==> config.mk <==
export PLATFORM = sky130hd
export DESIGN_NAME = i2c_bit_engine
export DESIGN_NICKNAME = d
export VERILOG_FILES = /design/src/hw/led_i2c_pkg.sv /design/src/hw/i2c_bit_engine.sv
export SDC_FILE = /design/constraint.sdc
export NUM_CORES = 1
export LEC_CHECK = 0
export ABC_AREA = 1
export BUFFER_PORTS_ARGS = -buffer_cell sky130_fd_sc_hd__buf_4
export CAP_MARGIN = 40
export CORE_MARGIN = 3
export CORE_UTILIZATION = 47
export DETAILED_ROUTE_END_ITERATION = 16
export PLACE_DENSITY = 0.7
export SLEW_MARGIN = 5
export SYNTH_ARGS = -nofsm -noshare
export SYNTH_HDL_FRONTEND = slang
export SYNTH_SLANG_ARGS = --single-unit
==> constraint.sdc <==
create_clock -name clk -period 1.8 [get_ports clk]
set_input_delay 0.36 -clock clk [delete_from_list [all_inputs] [get_ports clk]]
set_output_delay 0.36 -clock clk [all_outputs]
set_load 0.02 [all_outputs]
==> src/hw/led_i2c_pkg.sv <==
// Shared widths, register map constants and controller phase type for the I2C LED dimmer
package led_i2c_pkg;

	// Data byte on the I2C bus
	localparam int unsigned BYTE_W = 8;

	// PWM duty value and counter width
	localparam int unsigned DUTY_W = 16;

	// Register pointer, wraps at 256
	localparam int unsigned PTR_W = 8;

	// Register map layout
	// Channel c has its high byte at 2c and its low byte at 2c+1
	localparam int unsigned BYTES_PER_CH = 2;

	// Transaction controller phases
	typedef enum logic [2:0] {
		// Bus free or between transfers
		PH_IDLE   = 3'd0,
		// Waiting for the address byte after a start
		PH_ADDR   = 3'd1,
		// Next byte loads the register pointer
		PH_PTR    = 3'd2,
		// Data bytes, written with auto-increment
		PH_DATA   = 3'd3,
		// Not addressed, stay off the bus until the next start
		PH_IGNORE = 3'd4
	} i2c_phase_t;

endpackage
==> src/hw/i2c_bit_engine.sv <==
// I2C target bit engine that synchronizes the bus, finds start and stop, shifts bytes in, drives ACK
`timescale 1ns/100ps

module i2c_bit_engine
	import led_i2c_pkg::*;
(
	input  logic              clk,
	input  logic              arst_n,
	input  logic              scl_in,
	input  logic              sda_in,
	input  logic              ack_en,
	output logic              sda_drive_low,
	output logic              start_det,
	output logic              stop_det,
	output logic              byte_valid,
	output logic [BYTE_W-1:0] rx_byte
);

	// Bit 8 of each byte is the ACK slot
	localparam logic [3:0] ACK_SLOT = 4'd8;
	localparam logic [3:0] LAST_BIT = 4'd7;

	// Two-flop synchronizers plus one history flop per line
	logic scl_meta;
	logic scl_sync;
	logic scl_prev;
	logic sda_meta;
	logic sda_sync;
	logic sda_prev;

	// Decoded bus events, all in the clk domain
	logic scl_rise;
	logic scl_fall;
	logic start_cond;
	logic stop_cond;

	// Inside a transfer, between start and stop
	logic active;

	// Bit position 0 to 8
	logic [3:0] bit_cnt;

	// First seven bits of the current byte
	logic [BYTE_W-2:0] shift_q;

	// Idle bus is high on both lines, so reset to 1 to avoid false edges
	always_ff @(posedge clk or negedge arst_n) begin
		if (!arst_n) begin
			scl_meta <= 1'b1;
			scl_sync <= 1'b1;
			scl_prev <= 1'b1;
			sda_meta <= 1'b1;
			sda_sync <= 1'b1;
			sda_prev <= 1'b1;
		end else begin
			scl_meta <= scl_in;
			scl_sync <= scl_meta;
			scl_prev <= scl_sync;
			sda_meta <= sda_in;
			sda_sync <= sda_meta;
			sda_prev <= sda_sync;
		end
	end

	assign scl_rise = scl_sync & ~scl_prev;
	assign scl_fall = ~scl_sync & scl_prev;

	// SDA may only move while SCL is high for start and stop
	assign start_cond = scl_sync & scl_prev & sda_prev & ~sda_sync;
	assign stop_cond  = scl_sync & scl_prev & ~sda_prev & sda_sync;

	// Registered one-cycle strobes toward the controller
	always_ff @(posedge clk or negedge arst_n) begin
		if (!arst_n) begin
			start_det  <= 1'b0;
			stop_det   <= 1'b0;
			byte_valid <= 1'b0;
		end else begin
			start_det  <= start_cond;
			stop_det   <= stop_cond;
			// Eighth data bit sampled on this rising edge
			byte_valid <= active & scl_rise & (bit_cnt == LAST_BIT);
		end
	end

	// Transfer window and bit position
	always_ff @(posedge clk or negedge arst_n) begin
		if (!arst_n) begin
			active  <= 1'b0;
			bit_cnt <= '0;
		end else begin
			if (start_cond) begin
				// Start or repeated start realigns the byte
				active  <= 1'b1;
				bit_cnt <= '0;
			end else if (stop_cond) begin
				active  <= 1'b0;
				bit_cnt <= '0;
			end else if (active && scl_rise) begin
				if (bit_cnt == ACK_SLOT)
					bit_cnt <= '0;
				else
					bit_cnt <= bit_cnt + 4'd1;
			end
		end
	end

	// Shift data bits MSB first, the last bit completes rx_byte
	always_ff @(posedge clk) begin
		if (active && scl_rise && (bit_cnt < ACK_SLOT)) begin
			shift_q <= {shift_q[BYTE_W-3:0], sda_sync};
			if (bit_cnt == LAST_BIT)
				rx_byte <= {shift_q, sda_sync};
		end
	end

	// ACK driver
	// Falling edge after bit 7 opens the ACK slot, the next falling edge closes it
	// Only moves on SCL low, so it can never fake a start or stop
	always_ff @(posedge clk or negedge arst_n) begin
		if (!arst_n) begin
			sda_drive_low <= 1'b0;
		end else if (scl_fall) begin
			sda_drive_low <= active & (bit_cnt == ACK_SLOT) & ack_en;
		end
	end

endmodule

==> Word level (Yosys, flattened, before mapping) <==
Cells that the tools add are included.
{ "totals": {"ff_bits": 30, "input_bits": 5, "elab_cells": 44} }
{ "op_classes": {"n_addsub": 1, "n_lt_le_gt_ge": 1, "eq_ne": 2, "mux": 6, "bitwise": 15, "n_reduce_logical": 5} }
{ "ops": {"columns": ["operator", "count"], "rows": [
  ["$mux 4", 4],
  ["$and 1x1->1", 11],
  ["$add 4x1->4 const B", 1],
  ["$eq 4x3->1 const B", 1],
  ["$eq 4x4->1 const B", 1],
  ["$lt 4x4->1 const B", 1],
  ["$not 1->1", 4],
  ["$reduce_bool 3->1", 1],
  ["$logic_and 1x1->1", 2],
  ["$mux 1", 2],
  ["$reduce_and 2->1", 1],
  ["$reduce_bool 2->1", 1]
]} }

==> Longest topological paths before layout <==
Gate-level depths: netlist of the first run.
{ "logic_depth": {"depth_word": 6, "mapped_depth": 7, "depth_no_buf": 7} }

==> Least setup slack after synthesis of the first run <==
Ideal clock, no wire load.
{ "synth_timing": {"kind": "register to register", "startpoint": "register scl_sync", "endpoint": "register rx_byte[0] (enable)", "arrival_time_ns": 1.326, "t_required_ns": 1.417, "slack_ns": 0.091, "stages_incl_launch_ff": 3, "n_path_buf": 0, "synth_period_minus_slack_ns": 1.709, "cell_sequence": "dfstp_2 -> nand3_2 -> nor3_1"} }
{ "synth_via": {"elab_chain_len": 4} }
{ "synth_rtl": {"columns": ["element", "line_no", "rtl"], "rows": [
  ["from (decl)", "i2c_bit_engine.sv:25", "logic scl_sync;"],
  ["from (signal assigned)", "i2c_bit_engine.sv:57", "scl_sync <= scl_meta;"],
  ["$and 1x1->1", "i2c_bit_engine.sv:65", "assign scl_rise = scl_sync & ~scl_prev;"],
  ["$logic_and 1x1->1 (2 in series)", "i2c_bit_engine.sv:110", "if (active && scl_rise && (bit_cnt < ACK_SLOT)) begin"],
  ["$reduce_and 2->1 (no source line)", null, null],
  ["to (signal assigned)", "i2c_bit_engine.sv:113", "rx_byte <= {shift_q, sda_sync};"],
  ["to (decl)", "i2c_bit_engine.sv:16", "output logic [BYTE_W-1:0] rx_byte"]
]} }
Every way passes these cells.
A chain may end at the register's enable or synchronous reset.

==> Worst setup path after layout of the first run <==
Same ends and word-level chain as after synthesis.

==> results of run 1 <==
==> logic make-up (layout without fill, tap and decap cells) <==
group | Yosys count | in the layout
and+or+nand+nor | 37 | 37
adders and majority gates | 2 | 2
AOI/OAI and AO/OA | 3 | 3
DFF | 30 | 30
buffers and inverters | 14 | 41
==> sequential cells by signal, indices dropped and copies added (netlist names) <==
signal,flops
rx_byte,8
scl_sync,1
stop_det,1
byte_valid,1
start_det,1
sda_prev,1
bit_cnt,4
sda_meta,1
sda_drive_low,1
scl_meta,1
active,1
scl_prev,1
shift_q,7
sda_sync,1
==> synth_stat cells (all sizes together) <==
library cell  count  area [um^2]
clkinv            1        3.750
dfrtp             9        225.2
dfstp             6        157.7
edfxtp           15        450.4
ha                2        25.02
inv              13        51.31
nand2            17        83.83
nand3             4        37.54
nand4             4        25.02
nor2             10        55.06
nor3              2        10.01
o21ai             3        15.01
==> critical path, delay by kind of cell (launching register included) <==
family	cells	cell delay (ns)
buffers and inverters	1	0.19
flip-flops	1	0.59
AND/OR/NAND/NOR	2	0.32
==> timing repair <==
| item | CTS | global route |
|---|---|---|
| buffers inserted | 0 | 0 |
| endpoints found under the hold margin | 9 | 0 |
| hold buffers | 1 | 0 |
==> layout make-up <==
cell class	count	area share, %
inverters	14	4.018
clock buffers	6	3.014
well taps	28	2.557
flip-flops and latches	30	60.82
repair buffers	19	10.59
multi-input cells	42	18.36
clock inverters	2	0.6393
==> per-layer routing <==
layer  wire length, um  GRT usage, %  vias up
met3               117         7.710        7
li1                  -             -      332
met2               713         18.75       20
met1               741         15.67      312
met5                 0             0        -
met4                37         5.208        0
==> power by group <==
group / switching [mW] / total (mW) / internal (mW)
logic: 0.0851 / 0.146 / 0.0613
clock network: 0.206 / 0.353 / 0.146
registers: 0.0526 / 0.826 / 0.773
total: 0.344 / 1.33 / 0.981
==> per-stage QoR <==
stage	area, um^2	util (%)	hold slack, ns	total power [mW]
2_1_floorplan	1140	-	0.06441	0.9327
3_3_place_gp	1310	58.10	0.2183	0.9778
3_5_place_dp	1310	58.10	0.2180	0.9839
4_1_cts	1370	60.77	0.1287	1.342
5_1_grt	1370	60.77	0.1173	1.420
6_report	1370	60.77	0.1448	1.325
==> final timing paths <==
check | end | slack, ns | depth (start not counted)
setup / recovery | rx_byte[0] | 0.41 | 3
hold / removal | scl_meta | 0.14 | 1
hold reg to reg | scl_sync | 0.36 | 0
min in group asynchronous | stop_det | 0.42 | 2
max in group asynchronous | sda_prev | 1.14 | 2
setup reg to reg | rx_byte[0] | 0.41 | 3
==> results by stage, run 1 <==
Worst hold path:
- The type of the most critical hold path is in2reg.
- The startpoint of the worst hold path is scl_in.

Timing:
- In this run the tightest slew margin relative to its limit is 84.64%.
- The max-slew violation count is 0.
- For the pin with the worst max-slew slack, the measured transition is 0.2286 ns.
- Setup slack on the critical path of the routed design comes to 0.4147 ns.
- The achievable frequency is 721.9 MHz.
- The setup TNS is 0 ns.
- After layout, the minimum clock period comes to 1.385 ns.
- Setup repair after global routing left no endpoint under its margin.
- The number of hold violations in the final report is 0.
- The final period utilization is 76.96%.
- Setup violations remaining at the end of the flow were counted as 0.
- Between clock sinks in the finished design, the worst skew comes to 0.002574 ns.

CTS:
- The post-CTS resize count is 0.
- CTS placed an instance of sky130_fd_sc_hd__clkbuf_4 at the clock tree root.
- Clock-pin slew was measured on the worst setup and hold paths at 0.08 ns.
- The number of buffers created by CTS is 5.
- The CTS tree is yes.
- The latest clock arrival within the worst-skew pair is 0.32 ns.
- The clock sink count is 30.
- In this run the number of H-tree levels came out at 2.
- The clock passes through at most 2 buffers.

Setup path:
- The arrival time at the worst endpoint is 1.42 ns.
- In this design, the stage delay of the slowest critical-path cell is 0.59 ns.
- The type of element launching the critical path is a flop.
- The signal on the critical path passes through nand3_2 > nor3_1 > buf_4.
- The worst reg2reg path startpoint is scl_sync.
- The worst setup path is captured at a flop.
- The required arrival time at the worst endpoint is 1.83 ns.
- The critical path in this run is classified as reg2reg.
- The critical path starts at scl_sync.
- The maximum net fanout on the critical path is 8.
- The slowest stage of the critical path belongs to the cell sky130_fd_sc_hd__dfstp_2.

Synthesis:
- The number of nets produced by synthesis is 93.
- The multiplexer share of the synthesized area is 0%.
- The share of the synthesized area in compound gates (AO/OA/AOI/OAI) is 1.317%.
- The unique cell type count in the Yosys netlist is 21.
- After technology mapping, the gate count stands at 86.
- In this run, synthesis produced a sequential element count of 30.
- After Yosys synthesis, full adders, half adders and majority gates account for 2.195% of the synthesized area.
- The xor/xnor cell area share of the yosys netlist is 0%.
- After Yosys synthesis, and, or, nand and nor cells account for 18.55% of the synthesized area.
- The synthesis warning total is 0.
- The fraction of the yosys area taken by sequential cells is 73.11%.
- By area, the combinational part of the netlist is dominated by simple AND/OR/NAND/NOR gates.
- The average footprint of a synthesized cell is 13.25 um^2.
- In this run the cell area of the synthesized design comes to 0.001140 mm^2.

Cells and area:
- In the final layout, the multi-input gates occupy 251.5 um^2.
- The fill cell total of the finished layout is 195.
- The most common library cell in the layout ignoring fill and taps is sky130_fd_sc_hd__buf_4.
- The total inserted antenna cells is 0.
- In the layout the commonest cells are sky130_fd_sc_hd__buf_4, sky130_fd_sc_hd__edfxtp_1, sky130_fd_sc_hd__nand2_1.
- For this run, the post-layout net count is 119.
- The register area is 833.3 um^2.
- The area growth from synthesis to layout is 20.20%.
- The fraction of final layout cells sized beyond drive strength 1 is 37.17%.
- The number of standard cells in the final layout excluding fillers is 141.

Routing:
- In the routed design, unresolved DRC markers number 0.
- The overall routed net length is 1.609 mm.
- The detail-routed net length per standard cell is 11.41 um.
- The detail route stage leaves a number of antenna-violating nets equal to 0.
- For this run, the detailed router's first-pass iteration total came to 4.
- Dividing the detail-routed via count by the number of cells gives 4.759.
- The detailed router finished its first iteration with 8 violations.
- The detailed-route via count is 671.

Placement:
- The setup slack after placement is 0.4159 ns.
- Summed over all nets, the half-perimeter wirelength after detailed placement is 1.151 mm.
- The number of placed instances, taps included, is 132.
- Routability-driven placement finished with a final weighted congestion of 0.7551.
- The number of I/O port buffers is 16.

Global routing:
- The first global-routing pass estimated 2.960 mm of wire.
- The via count of the first global-routing pass was 659.
- The largest net degree at the start of global routing is 16.
- Global routing consumed, over all layers together, 12.94% of the routing resources.
- The remaining global-route overflow is 0.
- The number of antenna violations at the first check in global routing is 0.

Pwr:
- In this run the static leakage power is 0.6428 nW.
- The worst-case IR drop observed on VDD is 668.6 uV.
- The power per standard cell area is 967.2 mW/mm^2.

Outcome:
- The flow ran to the end, and the final reports show no timing, DRC or antenna violations.

Floorplanning:
- From left edge to right edge, the die measures 55.25 um.
- The number of primary I/O pins is 17.
- Measured along the y axis, the die boundary spans 55.25 um.
- The starting density of the core is 50.55%.
- The number of rows created at floorplan is 17.
- After floorplanning, the core was sized to cover 0.002255 mm^2.
- The area of the die is 0.003052 mm^2.

Run:
- Across the run, the number of max-cap violations was 0.
(Power assumes the default switching activity.)
==> run 2, diff against run 1 <==
Clock period 1.8 ns to 1.2 ns, I/O delays scaled along.
==> results by stage, run 2 (synthesized netlist as in run 1, its figures left out) <==
Pwr:
- The proportion of power drawn by the clock network is 24.1%.
- Overall power consumption after layout is estimated at 2.271 mW.
- The cell leakage power is 0.7465 nW.
- Across the VDD grid, the largest voltage drop is 1132 uV.
- In this run the power density over the cells is 1389 mW/mm^2.
- Registers are responsible for 54.9% of the overall power.
- In this run, the combinational gates consume 21.0% of the power.
- Summed over all nets, the switching power comes to 653.1 uW.
- The proportion of total power due to net switching is 28.75%.
- Cell internal power was estimated by the tool at 1.618 mW.

CTS:
- The clock sink count is 30.
- No sink is reached through more buffers than the 2 on the longest clock path.
- The clock-pin transition on the worst setup and hold timing paths is 0.08 ns.
- The CTS tree is yes.
- The clock tree synthesis step divided the H-tree into 2 levels.
- The number of clock buffers added by TritonCTS is 5.
- The root buffer cell chosen for the clock tree is sky130_fd_sc_hd__clkbuf_4.
- The latest clock arrival within the worst-skew pair is 0.33 ns.

Placement:
- The weighted congestion at the end of routability-driven global placement is 0.7900.
- The post-DP HPWL is 1.416 mm.
- The setup slack after placement is -0.1121 ns.
- The placed instances occupy a cell area of 0.001434 mm^2.
- The number of I/O port buffers is 16.
- The instance count after placement with tap cells included is 144.

Global routing:
- The all-layer global routing usage is 15.69%.
- The via count of the first global-routing pass came to 749.
- The number of antenna violations at the first check in global routing came to 0.
- The remaining global-route overflow is 0.
- The first global-routing pass estimated 3.477 mm of wire.
- Entering global routing, the biggest net connects 16 pins.

Cells and area:
- The register area is 834.6 um^2.
- Fill cells in the final layout number 153.
- The register name with the most flops is rx_byte.
- Leaving out fill and tap cells, the most frequent cell in the layout is sky130_fd_sc_hd__buf_4.
- In the final layout, the share of cells above drive strength 1 is 52.67%.
- 0 antenna diodes ended up in the layout.
- From synthesis to final layout, the design area changed by 43.47%.
- The register with the most flip-flops in the layout has 8 of them.
- The footprint of the multi-input gates is 345.3 um^2.
- Leaving out fill and tap cells, the most frequent cells in the layout are sky130_fd_sc_hd__buf_4, sky130_fd_sc_hd__edfxtp_1, sky130_fd_sc_hd__nand2_1.
- The final layout net count is 137.
- The area of all placed cells without fillers is 0.001635 mm^2.
- The number of standard cells in the final layout excluding fillers is 159.
- In the final layout, the registers with the most flip-flops are rx_byte: 8 flops, shift_q: 7 flops, bit_cnt: 4 flops.
- The post-route core utilization is 72.53%.

Timing:
- On the final layout, the worst clock skew is 0.006979 ns.
- The max-slew violation count came to 0.
- The final critical path time including I/O delays and setup is 1.320 ns.
- The final period utilization is 110.0%.
- At the pin with the least slew margin, the transition time is 0.3226 ns.
- The final setup violation count is 13.
- The tightest hold path in the finished design has a slack of 0.1649 ns.
- In the final timing run, aggregate negative setup slack is -0.9402 ns.
- The max-slew headroom at the worst pin is 78.49%.
- The number of hold violations in the final report is 0.
- Setup slack on the critical path of the routed design comes to -0.1197 ns.
- Static timing analysis puts the maximum clock frequency at 757.8 MHz.
- Setup repair after global routing could not meet its margin everywhere.

Floorplanning:
- The chip height is 55.25 um.
- The area of the die is 0.003052 mm^2.
- The horizontal extent of the die is 55.25 um.
- The number of primary I/O pins is 17.
- After floorplanning, the core was divided into 17 placement rows.
- The placeable core area is 0.002255 mm^2.
- The starting density of the core is 50.55%.

Routing:
- The final layout contains routed wiring with a total length of 2.217 mm.
- The detailed router finished its first iteration with 13 violations.
- The number of vias per cell is 4.887.
- For this run, design rule violations remaining after detail routing come to 0.
- The routed layout has 777 vias.
- The first detailed-routing pass took 2 iterations.
- After detailed routing, the average wire length per cell comes to 13.94 um.
- Once detail routing completed, the nets flagged for antenna violations numbered 0.

Setup path:
- The number of cells on the worst reg-to-reg path is 8.
- The worst register-to-register path ends at bit_cnt[2].
- The worst register-to-register path begins at bit_cnt[1].
- Of all nets on the critical path, the largest fanout is 4.
- The required arrival time at the worst endpoint is 1.42 ns.
- The worst setup path is of the reg2reg kind.
- The arrival time at the worst endpoint is 1.54 ns.
- The type of element launching the critical path is a flop.
- The flop-to-flop setup slack is -0.12 ns.
- The nature of the critical path endpoint is a flop.

Run:
- Max-cap violations in this run came to 0.

Outcome:
- The checks that failed: negative setup slack.
- The run finished, with violations left.

Worst hold path:
- The destination of the worst hold path is sda_drive_low.
- The type of the most critical hold path is in2reg.
- The startpoint of the worst hold path is ack_en.
- Counting instances, the worst hold path has a depth of 3.
run 2: critical path: stages, from the launching register on:
cell,delay [ns]
sky130_fd_sc_hd__dfrtp_2,0.45
sky130_fd_sc_hd__buf_6,0.14
sky130_fd_sc_hd__inv_4,0.04
sky130_fd_sc_hd__ha_4,0.13
sky130_fd_sc_hd__nand2_4,0.05
sky130_fd_sc_hd__nor2_4,0.17
sky130_fd_sc_hd__nor2_2,0.05
sky130_fd_sc_hd__nand4_1,0.11
sky130_fd_sc_hd__nand2_1,0.07
run 2: worst max path at each step:
stage | slack, ns | cells past startpoint | to | startpoint
3_5_place_dp | -0.11 | 4 | rx_byte[7] | bit_cnt[1]
4_1_cts | -0.11 | 4 | rx_byte[7] | bit_cnt[1]
2_1_floorplan | -0.15 | 2 | rx_byte[0] | scl_sync
6_report | -0.12 | 8 | bit_cnt[2] | bit_cnt[1]
3_3_place_gp | -0.06 | 4 | rx_byte[1] | bit_cnt[1]
5_1_grt | -0.18 | 8 | bit_cnt[2] | bit_cnt[1]
run 2: per-layer routing:
metal / part of all wire [%] / track usage (%) / vias to the layer above
met1: 40 / 16.77 / 375
met5: 0 / 0 / -
met2: 52 / 25.84 / 23
met4: 3.1 / 11.46 / 0
met3: 5.4 / 4.907 / 7
li1: - / - / 372
run 2: power by group through the flow:
stage / clock network, mW / logic, mW / registers (mW)
6_report: 0.546 / 0.477 / 1.25
5_1_grt: 0.616 / 0.526 / 1.26
4_1_cts: 0.562 / 0.361 / 1.23
3_5_place_dp: 0 / 0.313 / 1.25
3_3_place_gp: 0 / 0.305 / 1.24
2_1_floorplan: 0 / 0.161 / 1.25
run 2: area by class of cell:
class	count	area share (%)
clock inverter	2	0.5356
timing repair buffer	37	18.90
inverter	14	3.749
clock buffer	6	2.525
tap	28	2.142
multi-input combinational	42	21.12
sequential	30	51.03
run 2: repair_timing:
item / in CTS / in global routing
endpoints found under the hold margin: 17 / 0
pin swaps: 3 / 9
endpoints found under the setup margin: 12 / 19
hold buffers: 3 / 0
cloned: 0 / 0
buffers inserted: 2 / 2
resized for setup: 7 / 15
